==> src/rtl/snake_game_pkg.sv <==
package snake_game_pkg;

	////////////////////////////////////////
	// Play field grid
	////////////////////////////////////////

	typedef logic [5:0] coord_t;

	localparam coord_t FIELD_MIN = 6'd1;
	localparam coord_t FIELD_MAX = 6'd13;

	// Wall lines surround the field
	localparam coord_t WALL_LO = 6'd0;
	localparam coord_t WALL_HI = 6'd14;

	////////////////////////////////////////
	// Heading
	////////////////////////////////////////

	// Upper bit set means vertical
	typedef enum logic [1:0] {
		HEAD_RIGHT = 2'b00,
		HEAD_LEFT  = 2'b01,
		HEAD_UP    = 2'b10,
		HEAD_DOWN  = 2'b11
	} heading_t;

	////////////////////////////////////////
	// Game state
	////////////////////////////////////////

	localparam coord_t START_X = 6'd2;
	localparam coord_t START_Y = 6'd12;

	localparam coord_t APPLE_X = 6'd10;
	localparam coord_t APPLE_Y = 6'd10;

	// Head included
	localparam int MAX_LEN = 16;
	localparam int LEN_W = $clog2(MAX_LEN + 1);
	typedef logic [LEN_W-1:0] len_t;

	typedef logic [11:0] score_t;

	// One move every 25M cycles
	localparam int TICK_DEFAULT = 25_000_000;
	localparam int TICK_W = $clog2(TICK_DEFAULT + 1);
	typedef logic [TICK_W-1:0] tick_t;

endpackage

==> src/rtl/video_pkg.sv <==
package video_pkg;

	////////////////////////////////////////
	// Scan and tile geometry
	////////////////////////////////////////

	localparam int SCAN_W = 12;

	// 32 pixel tiles
	localparam int TILE_BITS = 5;

	////////////////////////////////////////
	// Colour
	////////////////////////////////////////

	typedef logic [7:0] chan_t;

	typedef struct packed {
		chan_t r;
		chan_t g;
		chan_t b;
	} rgb_t;

	localparam rgb_t BLACK = '{r: 8'h00, g: 8'h00, b: 8'h00};

	// Fill colours, outline is each channel halved
	localparam rgb_t WALL_FILL  = '{r: 8'hA0, g: 8'hA0, b: 8'hA0};
	localparam rgb_t SNAKE_FILL = '{r: 8'h20, g: 8'hD0, b: 8'h30};
	localparam rgb_t APPLE_FILL = '{r: 8'hE0, g: 8'h28, b: 8'h20};

	////////////////////////////////////////
	// Sprite kinds
	////////////////////////////////////////

	typedef enum logic [1:0] {
		SPR_NONE  = 2'd0,
		SPR_WALL  = 2'd1,
		SPR_SNAKE = 2'd2,
		SPR_APPLE = 2'd3
	} sprite_t;

endpackage

==> src/rtl/heading_control.sv <==
`timescale 1ns/10ps

module heading_control (
	input  logic                      i_clk_74M,
	input  logic                      i_rst,
	input  logic                      i_btn_right,
	input  logic                      i_btn_left,
	input  logic                      i_btn_up,
	input  logic                      i_btn_down,
	output snake_game_pkg::heading_t  o_heading
);

	logic vertical;

	assign vertical = o_heading[1];

	// Only turns perpendicular to the current heading
	always_ff @(posedge i_clk_74M) begin
		if (i_rst) begin
			o_heading <= snake_game_pkg::HEAD_RIGHT;
		end else if (vertical && i_btn_right) begin
			o_heading <= snake_game_pkg::HEAD_RIGHT;
		end else if (vertical && i_btn_left) begin
			o_heading <= snake_game_pkg::HEAD_LEFT;
		end else if (!vertical && i_btn_down) begin
			o_heading <= snake_game_pkg::HEAD_DOWN;
		end else if (!vertical && i_btn_up) begin
			o_heading <= snake_game_pkg::HEAD_UP;
		end
	end

	// Any change must swap axis, never reverse in place
	property p_no_reversal;
		@(posedge i_clk_74M) disable iff (i_rst)
		(o_heading != $past(o_heading)) |-> (o_heading[1] != $past(o_heading[1]));
	endproperty

	a_no_reversal : assert property (p_no_reversal)
		else $error("heading reversed within one cycle");

endmodule

==> src/rtl/snake_motion.sv <==
`timescale 1ns/10ps

module snake_motion #(
	parameter int TICK_CYCLES = snake_game_pkg::TICK_DEFAULT
) (
	input  logic                      i_clk_74M,
	input  logic                      i_rst,
	input  snake_game_pkg::heading_t  i_heading,
	output snake_game_pkg::coord_t    o_head_x,
	output snake_game_pkg::coord_t    o_head_y,
	output logic                      o_step,
	output logic                      o_grow,
	output snake_game_pkg::score_t    o_score
);

	snake_game_pkg::tick_t  tick_cnt;
	snake_game_pkg::coord_t nxt_x;
	snake_game_pkg::coord_t nxt_y;
	logic                   hit_apple;

	////////////////////////////////////////
	// Game tick
	////////////////////////////////////////

	assign o_step = (tick_cnt == snake_game_pkg::tick_t'(TICK_CYCLES - 1));

	always_ff @(posedge i_clk_74M) begin
		if (i_rst) begin
			tick_cnt <= '0;
		end else if (o_step) begin
			tick_cnt <= '0;
		end else begin
			tick_cnt <= tick_cnt + 1'b1;
		end
	end

	////////////////////////////////////////
	// Next head tile with wrap
	////////////////////////////////////////

	always_comb begin
		nxt_x = o_head_x;
		nxt_y = o_head_y;
		case (i_heading)
			snake_game_pkg::HEAD_RIGHT:
				nxt_x = (o_head_x >= snake_game_pkg::FIELD_MAX) ?
					snake_game_pkg::FIELD_MIN : o_head_x + 1'b1;
			snake_game_pkg::HEAD_LEFT:
				nxt_x = (o_head_x <= snake_game_pkg::FIELD_MIN) ?
					snake_game_pkg::FIELD_MAX : o_head_x - 1'b1;
			// Screen rows grow downwards
			snake_game_pkg::HEAD_UP:
				nxt_y = (o_head_y <= snake_game_pkg::FIELD_MIN) ?
					snake_game_pkg::FIELD_MAX : o_head_y - 1'b1;
			default:
				nxt_y = (o_head_y >= snake_game_pkg::FIELD_MAX) ?
					snake_game_pkg::FIELD_MIN : o_head_y + 1'b1;
		endcase
	end

	assign hit_apple = (nxt_x == snake_game_pkg::APPLE_X) && (nxt_y == snake_game_pkg::APPLE_Y);
	assign o_grow = o_step && hit_apple;

	always_ff @(posedge i_clk_74M) begin
		if (i_rst) begin
			o_head_x <= snake_game_pkg::START_X;
			o_head_y <= snake_game_pkg::START_Y;
			o_score <= '0;
		end else if (o_step) begin
			o_head_x <= nxt_x;
			o_head_y <= nxt_y;
			if (hit_apple) begin
				o_score <= o_score + 1'b1;
			end
		end
	end

	a_head_in_field : assert property (@(posedge i_clk_74M) disable iff (i_rst)
		o_step |=> (o_head_x >= snake_game_pkg::FIELD_MIN &&
			o_head_x <= snake_game_pkg::FIELD_MAX &&
			o_head_y >= snake_game_pkg::FIELD_MIN &&
			o_head_y <= snake_game_pkg::FIELD_MAX))
		else $error("head left the play field");

	a_step_single : assert property (@(posedge i_clk_74M) disable iff (i_rst)
		(TICK_CYCLES > 1 && o_step) |=> !o_step)
		else $error("step strobe held for two cycles");

endmodule

==> src/rtl/snake_body.sv <==
`timescale 1ns/10ps

module snake_body (
	input  logic                    i_clk_74M,
	input  logic                    i_rst,
	input  logic                    i_step,
	input  logic                    i_grow,
	input  snake_game_pkg::coord_t  i_head_x,
	input  snake_game_pkg::coord_t  i_head_y,
	input  snake_game_pkg::coord_t  i_tile_x,
	input  snake_game_pkg::coord_t  i_tile_y,
	output logic                    o_occupied
);

	// Segment 0 is the head itself, held in snake_motion
	snake_game_pkg::coord_t seg_x [1:snake_game_pkg::MAX_LEN-1];
	snake_game_pkg::coord_t seg_y [1:snake_game_pkg::MAX_LEN-1];
	snake_game_pkg::len_t   len;

	////////////////////////////////////////
	// Body shift
	////////////////////////////////////////

	// Head is sampled before its own update on the same edge
	always_ff @(posedge i_clk_74M) begin
		if (i_step) begin
			seg_x[1] <= i_head_x;
			seg_y[1] <= i_head_y;
			for (int i = 2; i < snake_game_pkg::MAX_LEN; i++) begin
				seg_x[i] <= seg_x[i-1];
				seg_y[i] <= seg_y[i-1];
			end
		end
	end

	// Visible length, saturating
	always_ff @(posedge i_clk_74M) begin
		if (i_rst) begin
			len <= snake_game_pkg::len_t'(1);
		end else if (i_grow && len != snake_game_pkg::len_t'(snake_game_pkg::MAX_LEN)) begin
			len <= len + 1'b1;
		end
	end

	////////////////////////////////////////
	// Occupancy of the scanned tile
	////////////////////////////////////////

	always_comb begin
		o_occupied = (i_tile_x == i_head_x) && (i_tile_y == i_head_y);
		for (int i = 1; i < snake_game_pkg::MAX_LEN; i++) begin
			if (i < len && seg_x[i] == i_tile_x && seg_y[i] == i_tile_y) begin
				o_occupied = 1'b1;
			end
		end
	end

endmodule

==> src/rtl/tile_classify.sv <==
`timescale 1ns/10ps

module tile_classify (
	input  logic                              i_clk_74M,
	input  logic                              i_rst,
	input  logic [video_pkg::SCAN_W-1:0]      i_hcnt,
	input  logic [video_pkg::SCAN_W-1:0]      i_vcnt,
	input  logic                              i_occupied,
	output snake_game_pkg::coord_t            o_tile_x,
	output snake_game_pkg::coord_t            o_tile_y,
	output video_pkg::sprite_t                o_kind,
	output logic [video_pkg::TILE_BITS-1:0]   o_px,
	output logic [video_pkg::TILE_BITS-1:0]   o_py
);

	localparam int COORD_W = $bits(snake_game_pkg::coord_t);
	localparam int TOP_LSB = video_pkg::TILE_BITS + COORD_W;

	logic in_range;
	logic is_wall;
	logic is_apple;

	// Tile index sits above the pixel offset
	assign o_tile_x = i_hcnt[video_pkg::TILE_BITS +: COORD_W];
	assign o_tile_y = i_vcnt[video_pkg::TILE_BITS +: COORD_W];

	// Counts past the tile range must not alias back onto the grid
	assign in_range = (i_hcnt[video_pkg::SCAN_W-1:TOP_LSB] == '0) &&
		(i_vcnt[video_pkg::SCAN_W-1:TOP_LSB] == '0);

	assign is_wall = ((o_tile_y == snake_game_pkg::WALL_LO || o_tile_y == snake_game_pkg::WALL_HI) &&
			o_tile_x <= snake_game_pkg::WALL_HI) ||
		((o_tile_x == snake_game_pkg::WALL_LO || o_tile_x == snake_game_pkg::WALL_HI) &&
			o_tile_y <= snake_game_pkg::WALL_HI);

	assign is_apple = (o_tile_x == snake_game_pkg::APPLE_X) &&
		(o_tile_y == snake_game_pkg::APPLE_Y);

	////////////////////////////////////////
	// Stage 1 register
	////////////////////////////////////////

	// Wall over snake over apple
	always_ff @(posedge i_clk_74M) begin
		if (i_rst) begin
			o_kind <= video_pkg::SPR_NONE;
		end else if (!in_range) begin
			o_kind <= video_pkg::SPR_NONE;
		end else if (is_wall) begin
			o_kind <= video_pkg::SPR_WALL;
		end else if (i_occupied) begin
			o_kind <= video_pkg::SPR_SNAKE;
		end else if (is_apple) begin
			o_kind <= video_pkg::SPR_APPLE;
		end else begin
			o_kind <= video_pkg::SPR_NONE;
		end
	end

	always_ff @(posedge i_clk_74M) begin
		o_px <= i_hcnt[video_pkg::TILE_BITS-1:0];
		o_py <= i_vcnt[video_pkg::TILE_BITS-1:0];
	end

endmodule

==> src/rtl/sprite_rom.sv <==
`timescale 1ns/10ps

module sprite_rom (
	input  logic                              i_clk_74M,
	input  logic                              i_rst,
	input  video_pkg::sprite_t                i_kind,
	input  logic [video_pkg::TILE_BITS-1:0]   i_px,
	input  logic [video_pkg::TILE_BITS-1:0]   i_py,
	output video_pkg::chan_t                  o_r,
	output video_pkg::chan_t                  o_g,
	output video_pkg::chan_t                  o_b
);

	video_pkg::rgb_t fill;
	video_pkg::rgb_t pixel;
	logic            border;

	// One pixel frame around each tile
	assign border = (i_px == '0) || (i_px == '1) || (i_py == '0) || (i_py == '1);

	always_comb begin
		case (i_kind)
			video_pkg::SPR_WALL:  fill = video_pkg::WALL_FILL;
			video_pkg::SPR_SNAKE: fill = video_pkg::SNAKE_FILL;
			video_pkg::SPR_APPLE: fill = video_pkg::APPLE_FILL;
			default:              fill = video_pkg::BLACK;
		endcase
	end

	// Darker outline
	assign pixel = border ? {(fill.r >> 1), (fill.g >> 1), (fill.b >> 1)} : fill;

	always_ff @(posedge i_clk_74M) begin
		if (i_rst) begin
			o_r <= '0;
			o_g <= '0;
			o_b <= '0;
		end else begin
			o_r <= pixel.r;
			o_g <= pixel.g;
			o_b <= pixel.b;
		end
	end

	a_none_is_black : assert property (@(posedge i_clk_74M) disable iff (i_rst)
		(i_kind == video_pkg::SPR_NONE) |=> (o_r == '0 && o_g == '0 && o_b == '0))
		else $error("background pixel not black");

endmodule

==> src/rtl/snake_top.sv <==
`timescale 1ns/10ps

module snake_top #(
	parameter int TICK_CYCLES = snake_game_pkg::TICK_DEFAULT
) (
	input  logic                          i_clk_74M,
	input  logic                          i_rst,
	input  logic [video_pkg::SCAN_W-1:0]  i_hcnt,
	input  logic [video_pkg::SCAN_W-1:0]  i_vcnt,
	input  logic                          i_btn_right,
	input  logic                          i_btn_left,
	input  logic                          i_btn_up,
	input  logic                          i_btn_down,
	output video_pkg::chan_t              o_r,
	output video_pkg::chan_t              o_g,
	output video_pkg::chan_t              o_b,
	output snake_game_pkg::score_t        o_score
);

	snake_game_pkg::heading_t              heading;
	snake_game_pkg::coord_t                head_x;
	snake_game_pkg::coord_t                head_y;
	logic                                  step;
	logic                                  grow;
	snake_game_pkg::coord_t                tile_x;
	snake_game_pkg::coord_t                tile_y;
	logic                                  occupied;
	video_pkg::sprite_t                    kind;
	logic [video_pkg::TILE_BITS-1:0]       px;
	logic [video_pkg::TILE_BITS-1:0]       py;

	////////////////////////////////////////
	// Game state
	////////////////////////////////////////

	heading_control u_heading (
		.i_clk_74M   (i_clk_74M),
		.i_rst       (i_rst),
		.i_btn_right (i_btn_right),
		.i_btn_left  (i_btn_left),
		.i_btn_up    (i_btn_up),
		.i_btn_down  (i_btn_down),
		.o_heading   (heading)
	);

	snake_motion #(
		.TICK_CYCLES (TICK_CYCLES)
	) u_motion (
		.i_clk_74M (i_clk_74M),
		.i_rst     (i_rst),
		.i_heading (heading),
		.o_head_x  (head_x),
		.o_head_y  (head_y),
		.o_step    (step),
		.o_grow    (grow),
		.o_score   (o_score)
	);

	snake_body u_body (
		.i_clk_74M  (i_clk_74M),
		.i_rst      (i_rst),
		.i_step     (step),
		.i_grow     (grow),
		.i_head_x   (head_x),
		.i_head_y   (head_y),
		.i_tile_x   (tile_x),
		.i_tile_y   (tile_y),
		.o_occupied (occupied)
	);

	////////////////////////////////////////
	// Pixel pipeline
	////////////////////////////////////////

	tile_classify u_classify (
		.i_clk_74M  (i_clk_74M),
		.i_rst      (i_rst),
		.i_hcnt     (i_hcnt),
		.i_vcnt     (i_vcnt),
		.i_occupied (occupied),
		.o_tile_x   (tile_x),
		.o_tile_y   (tile_y),
		.o_kind     (kind),
		.o_px       (px),
		.o_py       (py)
	);

	sprite_rom u_sprite (
		.i_clk_74M (i_clk_74M),
		.i_rst     (i_rst),
		.i_kind    (kind),
		.i_px      (px),
		.i_py      (py),
		.o_r       (o_r),
		.o_g       (o_g),
		.o_b       (o_b)
	);

endmodule

==> config.mk <==
export PLATFORM = sky130hd
export DESIGN_NAME = snake_top
export DESIGN_NICKNAME = d
export VERILOG_FILES = /design/src/rtl/snake_game_pkg.sv /design/src/rtl/video_pkg.sv /design/src/rtl/heading_control.sv /design/src/rtl/snake_motion.sv /design/src/rtl/snake_body.sv /design/src/rtl/tile_classify.sv /design/src/rtl/sprite_rom.sv /design/src/rtl/snake_top.sv
export SDC_FILE = /design/constraint.sdc
export NUM_CORES = 1
export LEC_CHECK = 0
export CAP_MARGIN = 20
export CORE_ASPECT_RATIO = 2
export CORE_MARGIN = 1
export CORE_UTILIZATION = 54
export DETAILED_ROUTE_END_ITERATION = 16
export DONT_BUFFER_PORTS = 1
export GPL_TIMING_DRIVEN = 1
export PLACE_DENSITY = 0.75
export SYNTH_ARGS = -nofsm -noshare
export SYNTH_HDL_FRONTEND = slang
export SYNTH_HIERARCHICAL = 1
export SYNTH_SLANG_ARGS = --single-unit
==> constraint.sdc <==
create_clock -name i_clk_74M -period 9 [get_ports i_clk_74M]
set_input_delay 0.45 -clock i_clk_74M [delete_from_list [all_inputs] [get_ports i_clk_74M]]
set_output_delay 0.45 -clock i_clk_74M [all_outputs]
set_load 0.005 [all_outputs]
==> run metrics <==
Hold Worst Slack 15.7 ps; Bufs on Longest Clock Path 3; worst IR drop on VDD 0.174 mV; grt ovf 0; cell chain of the critical path nor4b_1 -> nand4_1 -> or2_2 -> inv_6 -> buf_4 -> nand2_1 -> a211oi_1 -> a211oi_1; hpwl dp 18,500 um; number of setup buffers added after CTS 0; Cells after Synth 976; CP Capture Type flip-flop; final design instance area without fill 0.0130 mm^2; CTS Buf Count 24; wire length of the first global-routing pass 42,400 um; category of the worst setup path launch point flip-flop; gate family responsible for the most delay along the worst path buffers and inverters; Hold Vio Cnt, Final 0; root buffer cell sky130_fd_sc_hd__clkbuf_16; Antenna Violating Nets Remaining 0; IO Pins between 60 and 70; Primary FF master, synth sky130_fd_sc_hd__edfxtp_1; count of standard-cell rows 77; number of failing setup endpoints in the final timing report 0; critical path type reg2reg; Total Power 2.41 mW; worst-path cell with the longest stage delay sky130_fd_sc_hd__buf_4; total wirelength of the detailed-routed design 27,400 um; All-Layer GR Usage 24.3%; Worst path most repeated cell sky130_fd_sc_hd__a211oi_1; CP max stage delay a little under 900 ps; via count of the first global-routing pass between 7,000 and 8,000; clock tree from TritonCTS built; run status completed; via density per instance 6.06; share of layout cells above drive strength 1 5.64%; die footprint 0.0231 mm^2; final slew viol count 0; routed wire length per instance between 20 and 25 um; 1st-iter DRT viols 403; area of the multi-input gates 0.00452 mm^2; fin crit share 42.8%; total power per unit cell area 186 mW/mm^2; placeable core area 0.0221 mm^2; number of different library cells in the post-synthesis netlist 67; Critical path origin u_motion/tick_cnt[6]$_SDFF_PP0_; initial core utilization 55.0%; minimum period implied by the final worst setup slack between 3000 and 4000 ps; NumNets Final 1,003; static leakage 4.35 nW; DR pass1 iterations 5; sinks on the clock net about 260; post-cts hold buffer count 11; Reg area 0.00707 mm^2; Buffers on Ports 0; pin count of the biggest net entering global routing 119; antenna violations before repair 0; clock transition at the registers of the reported paths 70 ps; area overhead of the layout relative to synthesis 6.92%; proportion of synthesized chip area in sequential cells 58.2%; mean post-synth cell area between 10 and 15 um^2; vertical extent of the die 214 um; highest achievable clock rate 260 MHz; Chip Width between 100 and 150 um; mapped cell area 0.0121 mm^2; H-tree levels 1; Core Util, Final 58.8%; Synth Register Bits ~260; Required @ worst endpoint about 9400 ps; Residual DRC 0; Crit path buffers/inverters 2; relative max-transition margin 32.2%; Total Negative Setup Slacks 0 ps; count of antenna diodes in the layout 0; total placed instance area about 0.012 mm^2; fraction of registers with async set/reset 0%; worst clock skew on the final layout 18.5 ps; startpoint of the worst hold path i_rst; yosys synthesis warning count 6; number of enable-type register cells in the synthesized netlist 180; weighted congestion reported at the end of routability-driven placement 0.938; Filler cells 1,720; Crit Reg-Reg Startpoint u_motion/tick_cnt[6]$_SDFF_PP0_; unrepaired setup endpoints after global routing false; Tightest Pin Transition approximately 1000 ps; count of vias placed by the detailed router between 7,000 and 8,000; Clk Latency, worst-skew pair 520 ps; Max-cap violations 0; endpoint arrival time on the critical path 4260 ps; Resized cells post-CTS 0; Worst Path Max Fanout 118; min-delay worst type in2reg
-- layer usage --
metal | share of wire [%] | vias up | wire, um | track usage [%]
met1 | 33 | 3761 | 8950 | 24.1
met2 | 58 | 262 | 15900 | 47.5
met4 | 5.0 | 0 | 1370 | 12.2
met5 | 0 | - | 0 | 0
li1 | - | 3474 | - | -
met3 | 4.3 | 87 | 1190 | 2.65
-- path summary, 6_finish.rpt --
kind,slack (ps),to,depth (start not counted)
worst min-delay path,20,u_sprite/o_b[5]$_SDFF_PP0_,1
worst max-delay path,5150,u_motion/o_head_y[0]$_SDFFE_PP0P_,8
worst min register to register,460,u_body/seg_x[0][41]$_DFFE_PP_,0
worst max register to register,5150,u_motion/o_head_y[0]$_SDFFE_PP0P_,8
-- synth_stat cells, types with 6 or more instances --
cell	number	area, um^2
sky130_fd_sc_hd__a211oi_1	10	75.1
sky130_fd_sc_hd__a21oi_1	24	120
sky130_fd_sc_hd__and3_1	10	62.6
sky130_fd_sc_hd__buf_4	31	233
sky130_fd_sc_hd__buf_6	11	124
sky130_fd_sc_hd__clkbuf_1	16	60.1
sky130_fd_sc_hd__dfxtp_1	83	1660
sky130_fd_sc_hd__edfxtp_1	180	5410
sky130_fd_sc_hd__ha_1	15	188
sky130_fd_sc_hd__inv_1	17	63.8
sky130_fd_sc_hd__mux2i_1	6	60.1
sky130_fd_sc_hd__nand2_1	32	120
sky130_fd_sc_hd__nand2b_1	6	37.5
sky130_fd_sc_hd__nand3_1	28	140
sky130_fd_sc_hd__nand4_1	42	263
sky130_fd_sc_hd__nor2_1	65	244
sky130_fd_sc_hd__nor2b_1	8	50.1
sky130_fd_sc_hd__nor3_1	19	95.1
sky130_fd_sc_hd__nor4_1	33	206
sky130_fd_sc_hd__o211ai_1	9	67.6
sky130_fd_sc_hd__o21ai_0	17	85.1
sky130_fd_sc_hd__or3_1	13	81.3
sky130_fd_sc_hd__xnor2_1	112	981
sky130_fd_sc_hd__xor2_1	111	972
-- where the power goes --
part           leakage [nW]  total (mW)  switching, mW  internal, mW
Combinational          1.53      0.0798         0.0401        0.0396
Sequential             2.41        1.28        0.00495          1.28
Clock                 0.412        1.05          0.430         0.615
Total                  4.35        2.41          0.476          1.93
-- worst reg2reg max path, cell delays in order (launching register included) --
cell and delay (ps):
sky130_fd_sc_hd__dfxtp_1 350, sky130_fd_sc_hd__nor4b_1 370, sky130_fd_sc_hd__nand4_1 270, sky130_fd_sc_hd__or2_2 480
sky130_fd_sc_hd__inv_6 730, sky130_fd_sc_hd__buf_4 940, sky130_fd_sc_hd__nand2_1 250, sky130_fd_sc_hd__a211oi_1 270
sky130_fd_sc_hd__a211oi_1 80
-- area by class of cell --
cell class	instances	area share [%]
Sequential cell	263	54.5
Multi-Input combinational cell	638	34.9
Clock buffer	37	5.90
Clock inverter	7	0.453
Inverter	17	0.530
Timing Repair Buffer	14	1.12
Tap cell	276	2.66
-- layout by cell type, fill, tap and decap left out, types with 3 or more instances in the layout --
master,Yosys,layout
sky130_fd_sc_hd__ha_1,15,15
sky130_fd_sc_hd__nand3_1,28,28
sky130_fd_sc_hd__dfxtp_1,83,83
sky130_fd_sc_hd__a41oi_1,3,3
sky130_fd_sc_hd__xor2_1,111,111
sky130_fd_sc_hd__or3_1,13,13
sky130_fd_sc_hd__a21oi_1,24,24
sky130_fd_sc_hd__o221ai_1,3,3
sky130_fd_sc_hd__o21a_1,3,3
sky130_fd_sc_hd__xnor2_1,112,112
sky130_fd_sc_hd__mux2i_1,6,6
sky130_fd_sc_hd__o2111ai_1,4,4
sky130_fd_sc_hd__o311a_1,3,3
sky130_fd_sc_hd__edfxtp_1,180,180
sky130_fd_sc_hd__inv_1,17,16
sky130_fd_sc_hd__or4_1,4,4
sky130_fd_sc_hd__o211ai_1,9,9
sky130_fd_sc_hd__nor4b_1,4,4
sky130_fd_sc_hd__nand2_1,32,32
sky130_fd_sc_hd__and3_1,10,10
sky130_fd_sc_hd__a211oi_1,10,10
sky130_fd_sc_hd__nor2_1,65,65
sky130_fd_sc_hd__clkinv_2,0,5
sky130_fd_sc_hd__clkbuf_8,0,3
sky130_fd_sc_hd__conb_1,1,9
sky130_fd_sc_hd__nor4_1,33,33
sky130_fd_sc_hd__nand2b_1,6,6
sky130_fd_sc_hd__clkbuf_1,16,5
sky130_fd_sc_hd__o21ai_0,17,17
sky130_fd_sc_hd__dlygate4sd3_1,0,11
sky130_fd_sc_hd__clkbuf_16,0,28
sky130_fd_sc_hd__and2_1,3,3
sky130_fd_sc_hd__nand4_1,42,42
sky130_fd_sc_hd__mux2_1,3,3
sky130_fd_sc_hd__a31oi_1,3,3
sky130_fd_sc_hd__nor2b_1,8,8
sky130_fd_sc_hd__nor3_1,19,19
-- cells by family after synthesis --
| group | after synthesis | synth area share, % |
|---|---|---|
| xor+xnor | 223 | 16.1 |
| fa+ha+maj | 15 | 1.55 |
| simple gates | 282 | 12.5 |
| buf+inv | 83 | 4.73 |
| compound gates | 100 | 6.09 |
| other cells | 1 | 0.0309 |
| mux | 9 | 0.773 |
| flops | 263 | 58.2 |
-- flip-flops by register name (all words and copies together), names as in the netlist --
register and cells:
u_classify/o_kind 2, u_body/seg_y 90, u_motion/tick_cnt 25, u_heading/o_heading 2, u_sprite/o_b 5, u_body/len 5
u_sprite/o_g 6, u_body/seg_x 90, u_classify/o_px 5, u_classify/o_py 5, u_motion/o_score 12, u_motion/o_head_y 6
u_sprite/o_r 4, u_motion/o_head_x 6
-- per-stage QoR --
step / cells / worst slack (ps)
6_report: 1252 / 5150
5_1_grt: 1252 / 4900
4_1_cts: 1251 / 5130
3_5_place_dp: 1196 / 5110
3_3_place_gp: 1196 / 5190
2_1_floorplan: 984 / 1990
(Power assumes the default switching activity.)
